===== config.mk =====
export PLATFORM = sky130hd
export DESIGN_NAME = tsb_top
export DESIGN_NICKNAME = d
export VERILOG_FILES = /design/src/tsb_regs_pkg.sv /design/src/swarm_types_pkg.sv /design/src/tsb_top.sv /design/src/tsb_ctrl.sv /design/src/tsb_lvt_scan.sv /design/src/tsb_entry_store.sv /design/src/tsb_config.sv
export SDC_FILE = /design/constraint.sdc
export NUM_CORES = 2
export LEC_CHECK = 0
export ABC_CLOCK_PERIOD_IN_PS = 7450
export BUFFER_PORTS_ARGS = -buffer_cell sky130_fd_sc_hd__buf_2
export CAP_MARGIN = 20
export CORE_AREA = 4 4 357 359
export CTS_CLUSTER_DIAMETER = 150
export CTS_CLUSTER_SIZE = 16
export DETAILED_ROUTE_END_ITERATION = 10
export DIE_AREA = 0 0 361 363
export GPL_ROUTABILITY_DRIVEN = 0
export HOLD_SLACK_MARGIN = 0.08
export PLACE_DENSITY = 0.68
export SYNTH_ARGS = -nofsm -noshare
export SYNTH_HDL_FRONTEND = slang
export SYNTH_SLANG_ARGS = --single-unit

===== constraint.sdc =====
create_clock -name clk -period 7.45 [get_ports clk]
set_input_delay 0.745 -clock clk [delete_from_list [all_inputs] [get_ports clk]]
set_output_delay 0.745 -clock clk [all_outputs]
set_load 0.05 [all_outputs]

===== src/tsb_regs_pkg.sv =====
`default_nettype none

package tsb_regs_pkg;

   typedef logic [7:0]  reg_addr_t;
   typedef logic [31:0] reg_data_t;

   localparam reg_addr_t TSB_LOG_N_TILES = 8'h04;  // Read and write
   localparam reg_addr_t TSB_ENTRY_VALID = 8'h08;  // Read only

endpackage

`default_nettype wire


===== src/swarm_types_pkg.sv =====
`default_nettype none

package swarm_types_pkg;

   typedef logic [31:0] ts_t;
   typedef logic [15:0] hint_t;

   typedef logic [3:0] tile_id_t;
   typedef logic [3:0] tsb_entry_id_t;

   typedef logic [7:0] epoch_t;
   typedef logic [5:0] tq_slot_t;      // Slot in the destination task queue
   typedef logic [4:0] cq_slice_slot_t;
   typedef logic [1:0] child_id_t;

   // Hint bits 4 and up select the destination tile
   typedef struct packed {
      ts_t         ts;
      hint_t       hint;
      logic [15:0] payload;
   } task_t;

endpackage

`default_nettype wire

===== src/tsb_top.sv =====
`timescale 1ns/1ns
`default_nettype none

module tsb_top
   import swarm_types_pkg::*, tsb_regs_pkg::*;
#(
   parameter int LOG_TSB_SIZE = 4,
   parameter int N_TILES      = 4
) (
   input  wire logic           clk,
   input  wire logic           rstn,
   input  wire logic           s_wvalid,
   output      logic           s_wready,
   input  wire task_t          s_wdata,
   input  wire logic           s_tied,
   input  wire cq_slice_slot_t s_cq_slot,
   input  wire child_id_t      s_child_id,
   input  wire logic           retry_valid,
   output      logic           retry_ready,
   input  wire tsb_entry_id_t  retry_tsb_id,
   input  wire logic           retry_abort,
   input  wire logic           retry_tied,
   output      logic           task_enq_valid,
   input  wire logic           task_enq_ready,
   output      task_t          task_enq_data,
   output      logic           task_enq_tied,
   output      tile_id_t       task_enq_dest_tile,
   output      tsb_entry_id_t  task_enq_tsb_id,
   input  wire logic           task_resp_valid,
   output      logic           task_resp_ready,
   input  wire logic           task_resp_ack,
   input  wire tsb_entry_id_t  task_resp_tsb_id,
   input  wire epoch_t         task_resp_epoch,
   input  wire tq_slot_t       task_resp_tq_slot,
   output      logic           m_resp_valid,
   input  wire logic           m_resp_ready,
   output      logic           m_resp_ack,
   output      tsb_entry_id_t  m_tsb_slot,
   output      epoch_t         m_epoch,
   output      tq_slot_t       m_tq_slot,
   output      tile_id_t       m_tile_id,
   output      cq_slice_slot_t m_cq_slot,
   output      child_id_t      m_child_id,
   input  wire logic           reg_wvalid,
   input  wire reg_addr_t      reg_waddr,
   input  wire reg_data_t      reg_wdata,
   input  wire logic           reg_arvalid,
   input  wire reg_addr_t      reg_araddr,
   output      logic           reg_rvalid,
   output      reg_data_t      reg_rdata,
   output      logic           s_only_untied,
   output      ts_t            lvt,
   output      logic           empty
);

   logic                       wr_en;
   tsb_entry_id_t              wr_idx;
   task_t                      wr_task;
   tile_id_t                   wr_tile;
   cq_slice_slot_t             wr_cq_slot;
   child_id_t                  wr_child_id;
   logic                       tied_wr_en;
   tsb_entry_id_t              tied_wr_idx;
   logic                       tied_wr_val;
   tsb_entry_id_t              retry_idx;
   task_t                      retry_task;
   tile_id_t                   retry_tile;
   tsb_entry_id_t              resp_idx;
   logic                       resp_tied;
   tile_id_t                   resp_tile;
   cq_slice_slot_t             resp_cq_slot;
   child_id_t                  resp_child_id;
   logic [2**LOG_TSB_SIZE-1:0] entry_valid;
   tile_id_t                   dest_tile;
   tsb_entry_id_t              scan_idx;
   ts_t                        scan_ts;

   tsb_ctrl #(.LOG_TSB_SIZE(LOG_TSB_SIZE)) ctrl_inst (.*);

   tsb_entry_store #(.LOG_TSB_SIZE(LOG_TSB_SIZE)) store_inst (
      .clk, .wr_en, .wr_idx, .wr_task, .wr_tile, .wr_cq_slot, .wr_child_id,
      .tied_wr_en, .tied_wr_idx, .tied_wr_val,
      .retry_idx, .retry_task, .retry_tile,
      .resp_idx, .resp_tied, .resp_tile, .resp_cq_slot, .resp_child_id,
      .scan_idx, .scan_ts
   );

   tsb_lvt_scan #(.LOG_TSB_SIZE(LOG_TSB_SIZE)) scan_inst (
      .clk, .rstn, .entry_valid, .scan_idx, .scan_ts, .lvt
   );

   tsb_config #(.N_TILES(N_TILES), .LOG_TSB_SIZE(LOG_TSB_SIZE)) config_inst (
      .clk, .rstn, .reg_wvalid, .reg_waddr, .reg_wdata,
      .reg_arvalid, .reg_araddr, .reg_rvalid, .reg_rdata,
      .entry_valid,
      .hint      (s_wdata.hint),   // Decoded while the write is offered
      .dest_tile
   );

endmodule

`default_nettype wire


===== src/tsb_ctrl.sv =====
`timescale 1ns/1ns
`default_nettype none

module tsb_ctrl
   import swarm_types_pkg::*;
#(
   parameter int LOG_TSB_SIZE = 4
) (
   input  wire logic                       clk,
   input  wire logic                       rstn,
   input  wire logic                       s_wvalid,
   output      logic                       s_wready,
   input  wire task_t                      s_wdata,
   input  wire logic                       s_tied,
   input  wire cq_slice_slot_t             s_cq_slot,
   input  wire child_id_t                  s_child_id,
   input  wire tile_id_t                   dest_tile,
   input  wire logic                       retry_valid,
   output      logic                       retry_ready,
   input  wire tsb_entry_id_t              retry_tsb_id,
   input  wire logic                       retry_abort,
   input  wire logic                       retry_tied,
   output      logic                       task_enq_valid,
   input  wire logic                       task_enq_ready,
   output      task_t                      task_enq_data,
   output      logic                       task_enq_tied,
   output      tile_id_t                   task_enq_dest_tile,
   output      tsb_entry_id_t              task_enq_tsb_id,
   input  wire logic                       task_resp_valid,
   output      logic                       task_resp_ready,
   input  wire logic                       task_resp_ack,
   input  wire tsb_entry_id_t              task_resp_tsb_id,
   input  wire epoch_t                     task_resp_epoch,
   input  wire tq_slot_t                   task_resp_tq_slot,
   output      logic                       m_resp_valid,
   input  wire logic                       m_resp_ready,
   output      logic                       m_resp_ack,
   output      tsb_entry_id_t              m_tsb_slot,
   output      epoch_t                     m_epoch,
   output      tq_slot_t                   m_tq_slot,
   output      tile_id_t                   m_tile_id,
   output      cq_slice_slot_t             m_cq_slot,
   output      child_id_t                  m_child_id,
   output      logic                       wr_en,
   output      tsb_entry_id_t              wr_idx,
   output      task_t                      wr_task,
   output      tile_id_t                   wr_tile,
   output      cq_slice_slot_t             wr_cq_slot,
   output      child_id_t                  wr_child_id,
   output      logic                       tied_wr_en,
   output      tsb_entry_id_t              tied_wr_idx,
   output      logic                       tied_wr_val,
   output      tsb_entry_id_t              retry_idx,
   input  wire task_t                      retry_task,
   input  wire tile_id_t                   retry_tile,
   output      tsb_entry_id_t              resp_idx,
   input  wire logic                       resp_tied,
   input  wire tile_id_t                   resp_tile,
   input  wire cq_slice_slot_t             resp_cq_slot,
   input  wire child_id_t                  resp_child_id,
   output      logic [2**LOG_TSB_SIZE-1:0] entry_valid,
   output      logic                       s_only_untied,
   output      logic                       empty
);

   localparam int N = 2**LOG_TSB_SIZE;
   localparam logic [LOG_TSB_SIZE:0] UNTIED_LIMIT = (LOG_TSB_SIZE + 1)'(N - 3);

   tsb_entry_id_t           free_idx;
   logic                    any_free;
   logic                    enq_free;
   logic                    wr_fire;
   logic                    retry_fire;
   logic                    resend;
   logic                    resp_fire;
   logic                    dec_resp;
   logic                    dec_retry;
   logic [N-1:0]            valid_next;
   logic [LOG_TSB_SIZE:0]   n_used;

   // Lowest numbered free entry wins
   always_comb begin
      free_idx = '0;
      for (int i = N - 1; i >= 0; i--) begin
         if (!entry_valid[i]) begin
            free_idx = tsb_entry_id_t'(i);
         end
      end
   end

   assign any_free   = ~&entry_valid;
   assign enq_free   = !task_enq_valid || task_enq_ready;
   assign s_wready   = enq_free && any_free;
   assign wr_fire    = s_wvalid && s_wready;
   assign retry_ready = enq_free && !wr_fire;    // Writes go first
   assign retry_fire = retry_valid && retry_ready;
   assign resend     = retry_fire && !retry_abort;

   assign task_resp_ready = !m_resp_valid;
   assign resp_fire  = task_resp_valid && task_resp_ready;
   assign dec_resp   = resp_fire && task_resp_ack;
   assign dec_retry  = retry_fire && retry_abort;

   assign wr_en       = wr_fire;
   assign wr_idx      = free_idx;
   assign wr_task     = s_wdata;
   assign wr_tile     = dest_tile;
   assign wr_cq_slot  = s_cq_slot;
   assign wr_child_id = s_child_id;
   assign tied_wr_en  = wr_fire || resend;
   assign tied_wr_idx = wr_fire ? free_idx : retry_tsb_id;
   assign tied_wr_val = wr_fire ? s_tied : retry_tied;
   assign retry_idx   = retry_tsb_id;
   assign resp_idx    = task_resp_tsb_id;

   always_comb begin
      valid_next = entry_valid;
      if (dec_retry) begin
         valid_next[retry_tsb_id[LOG_TSB_SIZE-1:0]] = 1'b0;
      end
      if (dec_resp) begin
         valid_next[task_resp_tsb_id[LOG_TSB_SIZE-1:0]] = 1'b0;
      end
      if (wr_fire) begin
         valid_next[free_idx[LOG_TSB_SIZE-1:0]] = 1'b1;
      end
   end

   always_ff @(posedge clk) begin
      if (!rstn) begin
         entry_valid <= '0;
         n_used      <= '0;
      end else begin
         entry_valid <= valid_next;
         n_used      <= n_used + {{LOG_TSB_SIZE{1'b0}}, wr_fire}
                               - {{LOG_TSB_SIZE{1'b0}}, dec_resp}
                               - {{LOG_TSB_SIZE{1'b0}}, dec_retry};
      end
   end

   assign s_only_untied = n_used > UNTIED_LIMIT;   // Only untied children may be spawned
   assign empty         = entry_valid == '0;

   always_ff @(posedge clk) begin
      if (!rstn) begin
         task_enq_valid <= 1'b0;
      end else if (wr_fire || resend) begin
         task_enq_valid <= 1'b1;
      end else if (task_enq_ready) begin
         task_enq_valid <= 1'b0;
      end
   end

   always_ff @(posedge clk) begin
      if (wr_fire) begin
         task_enq_data      <= s_wdata;
         task_enq_tied      <= s_tied;
         task_enq_dest_tile <= dest_tile;
         task_enq_tsb_id    <= free_idx;
      end else if (resend) begin
         task_enq_data      <= retry_task;
         task_enq_tied      <= retry_tied;        // The tied flag may change on a retry
         task_enq_dest_tile <= retry_tile;
         task_enq_tsb_id    <= retry_tsb_id;
      end
   end

   always_ff @(posedge clk) begin
      if (!rstn) begin
         m_resp_valid <= 1'b0;
      end else if (resp_fire && resp_tied) begin
         m_resp_valid <= 1'b1;
      end else if (m_resp_ready) begin
         m_resp_valid <= 1'b0;
      end
   end

   always_ff @(posedge clk) begin
      if (resp_fire && resp_tied) begin
         m_resp_ack <= task_resp_ack;
         m_tsb_slot <= task_resp_tsb_id;
         m_epoch    <= task_resp_epoch;
         m_tq_slot  <= task_resp_tq_slot;
         m_tile_id  <= resp_tile;
         m_cq_slot  <= resp_cq_slot;
         m_child_id <= resp_child_id;
      end
   end

endmodule

`default_nettype wire


===== src/tsb_lvt_scan.sv =====
`timescale 1ns/1ns
`default_nettype none

module tsb_lvt_scan
   import swarm_types_pkg::*;
#(
   parameter int LOG_TSB_SIZE = 4
) (
   input  wire logic                       clk,
   input  wire logic                       rstn,
   input  wire logic [2**LOG_TSB_SIZE-1:0] entry_valid,
   output      tsb_entry_id_t              scan_idx,
   input  wire ts_t                        scan_ts,
   output      ts_t                        lvt
);

   logic [LOG_TSB_SIZE-1:0] cur_cycle;
   ts_t                     lvt_rolling;

   assign scan_idx = tsb_entry_id_t'(cur_cycle);

   // One entry is examined per cycle, so a window lasts one pass over the store
   always_ff @(posedge clk) begin
      if (!rstn) begin
         cur_cycle   <= '0;
         lvt_rolling <= '0;
         lvt         <= '0;
      end else begin
         cur_cycle <= cur_cycle + 1'b1;
         if (cur_cycle == '0) begin
            lvt         <= lvt_rolling;                     // Publish the closed window
            lvt_rolling <= entry_valid[0] ? scan_ts : '1;
         end else if (entry_valid[cur_cycle] && scan_ts < lvt_rolling) begin
            lvt_rolling <= scan_ts;
         end
      end
   end

endmodule

`default_nettype wire


===== src/tsb_entry_store.sv =====
`timescale 1ns/1ns
`default_nettype none

module tsb_entry_store
   import swarm_types_pkg::*;
#(
   parameter int LOG_TSB_SIZE = 4
) (
   input  wire logic           clk,
   input  wire logic           wr_en,
   input  wire tsb_entry_id_t  wr_idx,
   input  wire task_t          wr_task,
   input  wire tile_id_t       wr_tile,
   input  wire cq_slice_slot_t wr_cq_slot,
   input  wire child_id_t      wr_child_id,
   input  wire logic           tied_wr_en,
   input  wire tsb_entry_id_t  tied_wr_idx,
   input  wire logic           tied_wr_val,
   input  wire tsb_entry_id_t  retry_idx,
   output      task_t          retry_task,
   output      tile_id_t       retry_tile,
   input  wire tsb_entry_id_t  resp_idx,
   output      logic           resp_tied,
   output      tile_id_t       resp_tile,
   output      cq_slice_slot_t resp_cq_slot,
   output      child_id_t      resp_child_id,
   input  wire tsb_entry_id_t  scan_idx,
   output      ts_t            scan_ts
);

   localparam int N = 2**LOG_TSB_SIZE;

   task_t          task_mem  [N];
   tile_id_t       tile_mem  [N];
   cq_slice_slot_t cq_mem    [N];
   child_id_t      child_mem [N];
   logic           tied_mem  [N];

   always_ff @(posedge clk) begin
      if (wr_en) begin
         task_mem[wr_idx[LOG_TSB_SIZE-1:0]]  <= wr_task;
         tile_mem[wr_idx[LOG_TSB_SIZE-1:0]]  <= wr_tile;
         cq_mem[wr_idx[LOG_TSB_SIZE-1:0]]    <= wr_cq_slot;
         child_mem[wr_idx[LOG_TSB_SIZE-1:0]] <= wr_child_id;
      end
      // Written both on a new entry and on a retry
      if (tied_wr_en) begin
         tied_mem[tied_wr_idx[LOG_TSB_SIZE-1:0]] <= tied_wr_val;
      end
   end

   assign retry_task = task_mem[retry_idx[LOG_TSB_SIZE-1:0]];
   assign retry_tile = tile_mem[retry_idx[LOG_TSB_SIZE-1:0]];

   assign resp_tied     = tied_mem[resp_idx[LOG_TSB_SIZE-1:0]];
   assign resp_tile     = tile_mem[resp_idx[LOG_TSB_SIZE-1:0]];
   assign resp_cq_slot  = cq_mem[resp_idx[LOG_TSB_SIZE-1:0]];
   assign resp_child_id = child_mem[resp_idx[LOG_TSB_SIZE-1:0]];

   assign scan_ts = task_mem[scan_idx[LOG_TSB_SIZE-1:0]].ts;

endmodule

`default_nettype wire


===== src/tsb_config.sv =====
`timescale 1ns/1ns
`default_nettype none

module tsb_config
   import swarm_types_pkg::*, tsb_regs_pkg::*;
#(
   parameter int N_TILES      = 4,
   parameter int LOG_TSB_SIZE = 4
) (
   input  wire logic                         clk,
   input  wire logic                         rstn,
   input  wire logic                         reg_wvalid,
   input  wire reg_addr_t                    reg_waddr,
   input  wire reg_data_t                    reg_wdata,
   input  wire logic                         reg_arvalid,
   input  wire reg_addr_t                    reg_araddr,
   output      logic                         reg_rvalid,
   output      reg_data_t                    reg_rdata,
   input  wire logic [2**LOG_TSB_SIZE-1:0]   entry_valid,
   input  wire hint_t                        hint,
   output      tile_id_t                     dest_tile
);

   logic [2:0] log_n_tiles;

   always_ff @(posedge clk) begin
      if (!rstn) begin
         log_n_tiles <= 3'($clog2(N_TILES));
      end else if (reg_wvalid && reg_waddr == TSB_LOG_N_TILES) begin
         log_n_tiles <= reg_wdata[2:0];
      end
   end

   always_comb begin
      case (log_n_tiles)
         3'd0:    dest_tile = '0;                    // Single tile system
         3'd1:    dest_tile = {3'b000, hint[4]};
         3'd2:    dest_tile = {2'b00, hint[5:4]};
         3'd3:    dest_tile = {1'b0, hint[6:4]};
         default: dest_tile = hint[7:4];
      endcase
   end

   always_ff @(posedge clk) begin
      if (!rstn) begin
         reg_rvalid <= 1'b0;
      end else begin
         reg_rvalid <= reg_arvalid;
      end
   end

   always_ff @(posedge clk) begin
      if (reg_arvalid) begin
         case (reg_araddr)
            TSB_LOG_N_TILES: reg_rdata <= reg_data_t'(log_n_tiles);
            TSB_ENTRY_VALID: reg_rdata <= reg_data_t'(entry_valid);
            default:         reg_rdata <= '0;
         endcase
      end
   end

endmodule

`default_nettype wire


=== Word level (Yosys, flattened, before mapping) ===
Memories as Yosys holds them, arrays and structs flattened. A register that Yosys moved wholly into a read port is not among the register bits.
Cells that the tools add are included.

* Logic and storage cells: 129
* Memories: 5
* RAM bits: 1,216
* Flip-flop bits (word level): 219
* Output and inout bits: 175
* Input port bits: 154

* Reduce and logical (&&, ||, !) cells: 29
* Order comparisons: 9
* Bitwise operators: 5
* Mux-type cells: 51
* Add/subtract/negate cells: 4
* Equal/unequal tests: 6

{| class="wikitable"
|+ Memory list
! name !! depth !! bits a word !! rd ports !! clocked after memory_dff !! write ports !! line !! RTL
|-
| store_inst.task_mem || 16 || 64 || 2 || 1 || 1 || tsb_entry_store.sv:33 || <nowiki>task_t task_mem [N];</nowiki>
|-
| store_inst.cq_mem || 16 || 5 || 1 || 1 || 1 || tsb_entry_store.sv:35 || <nowiki>cq_slice_slot_t cq_mem [N];</nowiki>
|-
| store_inst.tile_mem || 16 || 4 || 2 || 1 || 1 || tsb_entry_store.sv:34 || <nowiki>tile_id_t tile_mem [N];</nowiki>
|-
| store_inst.child_mem || 16 || 2 || 1 || 1 || 1 || tsb_entry_store.sv:36 || <nowiki>child_id_t child_mem [N];</nowiki>
|-
| store_inst.tied_mem || 16 || 1 || 1 || 0 || 1 || tsb_entry_store.sv:37 || <nowiki>logic tied_mem [N];</nowiki>
|}

{| class="wikitable"
|+ Operators with widths
! cell !! count
|-
| 64-bit two-way mux || 2
|-
| 32-bit two-way mux || 3
|-
| 4-bit two-way mux || 22
|-
| 16-bit two-way mux || 3
|-
| 16-bit bitwise AND || 2
|-
| 32-bit less-than comparator || 1
|-
| 16-bit NOT || 2
|-
| 16-bit one-hot mux with 2 select lines || 1
|-
| 4-bit by 5-bit less-than comparator with 1-bit output, second input constant || 4
|-
| 8-bit by 3-bit == test with 1-bit output, second input constant || 2
|-
| 16-bit logical NOT || 1
|-
| 16-bit OR || 1
|-
| 4-bit one-hot mux with 4 select lines || 1
|-
| 16-bit AND reduction || 1
|-
| 1-bit two-way mux || 15
|-
| 1-bit logical AND || 14
|-
| 1-bit demux with 4-bit select || 3
|-
| 4-bit by 1-bit >= comparator with 1-bit output, second input constant || 3
|-
| 5-bit by 1-bit subtractor with 5-bit output || 2
|-
| 8-bit by 4-bit == test with 1-bit output, second input constant || 1
|-
| 2-bit nonzero test || 4
|-
| 3-bit by 2-bit == test with 1-bit output, second input constant || 2
|-
| 5-bit by 1-bit adder with 5-bit output || 1
|-
| 5-bit by 4-bit > comparator with 1-bit output, second input constant || 1
|-
| 7 further kinds || 12
|}

=== Longest topological paths before layout ===
* Depth in word-level cells: 22
* Mapped depth: 18
* Mapped depth without buffers: 14

=== Modules after synthesis ===
A second synthesis with hierarchy kept.

* Cells, all modules: 3,331
* Area, all modules: 60,466.7 µm²

{| class="wikitable"
|+ Modules (own cells, without submodules)
! module !! sequential area each (µm²) !! area an instance (µm²) !! instances !! cells an instance
|-
| tsb_entry_store || 36,515.0 || 49,652.6 || 1 || 2,206
|-
| tsb_ctrl || 3,553.4 || 6,231.0 || 1 || 623
|-
| tsb_lvt_scan || 1,361.3 || 3,606.0 || 1 || 420
|-
| tsb_config || 560.5 || 977.2 || 1 || 82
|}

=== Least setup slack after synthesis ===
No wires, ideal clock.

* Kind: input -> register
* From: input task_enq_ready
* To: memory store_inst.child_mem[1][0] (netlist bit) (enable)
* Setup time: 0.600 ns
* Data required time: 6.850 ns
* Arrival: 6.727 ns
* Stages: 6
* Slack: 0.122 ns
* Path buffers: 2
* Cell sequence: nand2b_1 > and2_1 > nand2_1 > clkbuf_1 > clkbuf_1 > nor3_1

* Longest elaborated chain between the ends: 5

{| class="wikitable"
|+ Ends and longest elaborated chain
! element !! line !! RTL
|-
| start: declaration || tsb_top.sv:24 || <nowiki>input wire logic task_enq_ready,</nowiki>
|-
| 1-bit logical OR || tsb_ctrl.sv:92 || <nowiki>assign enq_free = !task_enq_valid || task_enq_ready;</nowiki>
|-
| 1-bit logical AND || tsb_ctrl.sv:93 || <nowiki>assign s_wready = enq_free && any_free;</nowiki>
|-
| 1-bit logical AND || tsb_ctrl.sv:94 || <nowiki>assign wr_fire = s_wvalid && s_wready;</nowiki>
|-
| 1-bit two-way mux || tsb_entry_store.sv:40 || <nowiki>if (wr_en) begin</nowiki>
|-
| 1-bit two-way mux (not written as such) || tsb_entry_store.sv:44 || <nowiki>child_mem[wr_idx[LOG_TSB_SIZE-1:0]] <= wr_child_id;</nowiki>
|-
| end: declaration || tsb_entry_store.sv:36 ||
|}

No other way between the ends.

=== Worst setup path in the final report ===
* From: register scan_inst.cur_cycle[0], in the netlist scan_inst.scan_idx[0]
* To: register scan_inst.lvt_rolling[19]

* Longest elaborated chain between the ends: 4
* Elaborated cells on any way between the ends: 6
* Classes of those cells: 3 x mux; 3 x reduce/logical

{| class="wikitable"
|+ Ends and longest elaborated chain
! element !! line !! RTL
|-
| start: declaration || tsb_lvt_scan.sv:17 || <nowiki>logic [LOG_TSB_SIZE-1:0] cur_cycle;</nowiki>
|-
| start signal: assignment || tsb_lvt_scan.sv:29 || <nowiki>cur_cycle <= cur_cycle + 1'b1;</nowiki>
|-
| 1-bit binary-select mux with 4-bit select || tsb_lvt_scan.sv:33 || <nowiki>end else if (entry_valid[cur_cycle] && scan_ts < lvt_rolling) begin</nowiki>
|-
| 1-bit two-way mux (not written as such) || tsb_lvt_scan.sv:33 ||
|-
| 1-bit logical AND || tsb_lvt_scan.sv:33 ||
|-
| 2-bit nonzero test (no source line) || n/a ||
|-
| end signal: assignment || tsb_lvt_scan.sv:32 || <nowiki>lvt_rolling <= entry_valid[0] ? scan_ts : '1;</nowiki>
|-
| end signal: assignment || tsb_lvt_scan.sv:34 || <nowiki>lvt_rolling <= scan_ts;</nowiki>
|-
| end: declaration || tsb_lvt_scan.sv:18 || <nowiki>ts_t lvt_rolling;</nowiki>
|}

Parallel ways exist; a longest one is shown, timed or not. The select of a mux whose other input is x is not followed.
A chain may end at the register's enable or synchronous reset.

==> run metrics <==
CP max stage delay 0.90 ns; Bufs and invs on worst path 1; layout cells sized above 1 29.9%; Synth top area share 66.3%; Least-Margin Pin Slew 1.17 ns; Warnings, synthesis 0; Seq/Total Area, Yosys 69.5%; ys flop type edfxtp_1; Post-CTS Resized 0; Pwr Density 241 nW/um2; DRT Pass-1 Iters 5; most frequent cell after synthesis edfxtp_1; P&R area growth vs syn 10.2%; initial antenna violation count 27; synth unique cells 62; cts-stage hold buffer count 0; final core occ 53.8%; Routed WL per cell 29.3 um; ranking of synthesized cells by area edfxtp_1 66%, mux4_2 20%, dfxtp_1 3.1%; CP max-delay cell dfxtp_4; largest fanout on the critical path 64; die area 131000 um2; htree depth 3; pin count of the biggest net entering global routing 114; RSZ-0062 raised after global routing no; Worst-Skew Late Latency 0.71 ns; core area 124000 um2; clock root buffer clkbuf_16; Final #Nets 3597; CTS tree yes; critical-path cell list buf_4 -> mux4_2 -> nand2_1 -> nand2_1 -> o21a_1 -> ha_1 -> nand4_1 -> nor2_1 -> nand4_1 -> o311ai_1 -> a32o_4 -> nand3_1 -> o31ai_2; delay-heaviest family, CP compound AO/OA/AOI/OAI gates; Detailed Place HPWL 79500 um; crit end category register; Critical Path RT 8.04 ns; commonest cells in the netlist 1335 x edfxtp_1, 530 x mux4_2, 424 x nand2_1; peak supply drop 0.167 mV; number of global-route vias before repair 31700; Port Buf Inserts 283; # IOs 329; max frequency 0.199 GHz; clk buf depth 3; endpoints failing setup 0; Post-synth EDFFs 1335; Crit Path Class register to register; first-pass GRT wire length 218000 um; Final Critical Period 5.03 ns; Post-synth ARST share 0%; Reg clk slew, reported paths 0.07 ns; CP startpoint kind register; CTS sink cnt 1430; post-route setup TNS 0 ns; count of state elements after synthesis 1430; final wirelength 149000 um; clk_skew 0.0370 ns; # Post-CTS Setup Buffers 0; Yosys top cell by area edfxtp_1; post-route ant nets 0; Rows 129; initial DRC count 3660; CP Data Arrival Time 5.63 ns; mean post-synth cell area 19.1 um2; max_cap viols 0; crit share post-route 67.5%; Max-slew headroom 22.2%; clock buffer count from CTS 99; Initial Util 48.8%; Final Hold Fails 0; Die W 361 um; via count 31800; Hold Path Class input pin to register; Via density 6.23; Gate Count Post-Synth 3164; GRT overflow 0; # DRC 0; DIE HEIGHT 363 um; Post-Syn Area 60400 um2; leakage dissipation 21.5 nW; Total GRT Usage 22.7%; Final Slew Violations 0; status finished clean
-- path summary, 6_finish.rpt --
kind,start,endpoint,slack [ns],cells after the start
worst max-delay path,scan_inst.scan_idx[0],scan_inst.lvt_rolling[19],2.42,13
worst min-delay path,task_resp_epoch[1],ctrl_inst.m_epoch[1],0.21,1
worst max register to register,scan_inst.scan_idx[0],scan_inst.lvt_rolling[19],2.42,13
worst min register to register,scan_inst.lvt[13],scan_inst.lvt[13],0.46,2
-- logic make-up after synthesis --
kind of cell,synth area share (%)
fa+ha+maj,0.894
other cells,0.00620
simple gates,4.38
xor+xnor,0.0580
flops,69.5
mux,20.5
buf+inv,1.94
compound gates,2.73
-- layout by cell type, fill, tap and decap left out, types with 21 or more instances in the layout --
| master | instances |
|---|---|
| clkbuf_1 | 56 |
| nand3_1 | 50 |
| clkbuf_16 | 99 |
| a21oi_1 | 50 |
| nand2_1 | 421 |
| dfxtp_1 | 91 |
| and2_1 | 21 |
| mux4_2 | 530 |
| buf_2 | 279 |
| o31ai_2 | 27 |
| ha_1 | 40 |
| mux2i_1 | 36 |
| o21a_1 | 42 |
| inv_1 | 51 |
| buf_4 | 40 |
| edfxtp_1 | 1335 |
| o21ai_0 | 21 |
| nor2_1 | 40 |
| o31ai_1 | 36 |
-- where the power goes --
| part | leakage [nW] | switching [mW] | internal, mW |
|---|---|---|---|
| registers | 13.0 | 0.130 | 8.97 |
| logic | 7.15 | 1.18 | 0.643 |
| clock network | 1.34 | 2.65 | 2.49 |
-- per-stage QoR --
| step | instance area [um2] | total power [mW] | setup slack (ns) | instances | hold slack (ns) |
|---|---|---|---|---|---|
| after detailed placement | 63800 | 11.1 | 2.43 | 4936 | 0.446 |
| after floorplan | 60500 | 10.5 | 0.122 | 3179 | 0.445 |
| final | 66600 | 16.1 | 2.42 | 5108 | 0.211 |
| after CTS | 66600 | 16.2 | 2.35 | 5098 | 0.165 |
| after global placement | 63800 | 11.1 | 2.46 | 4936 | 0.444 |
| after global routing | 66600 | 16.7 | 2.00 | 5104 | 0.178 |
-- layout make-up --
| cell class | count | area (um2) |
|---|---|---|
| clock inverters | 7 | 123 |
| diodes | 9 | 22.5 |
| inverters | 55 | 215 |
| fillers | 9482 | 57200 |
| well taps | 1637 | 2050 |
| multi-input cells | 1479 | 17500 |
| repair buffers | 336 | 2030 |
| flip-flops and latches | 1430 | 42000 |
| clock buffers | 155 | 2690 |
-- state kept, by name (all words and copies together) (netlist names), 16 cells and up --
signal and count:
scan_inst.lvt_rolling 32, store_inst.tile_mem 64, store_inst.task_mem 1024, ctrl_inst.entry_valid 16
store_inst.tied_mem 16, config_inst.reg_rdata 16, store_inst.child_mem 32, ctrl_inst.task_enq_data 64
store_inst.cq_mem 80, scan_inst.lvt 32
-- metal layers --
| layer | track usage, % | wire (um) | part of all wire, % |
|---|---|---|---|
| met1 | 32.0 | 60100 | 40 |
| met2 | 36.9 | 72700 | 49 |
| met3 | 4.19 | 13000 | 8.7 |
| met4 | 6.06 | 3600 | 2.4 |
| met5 | 0 | 128 | 0.086 |
Power figures use the tool's default switching activity.
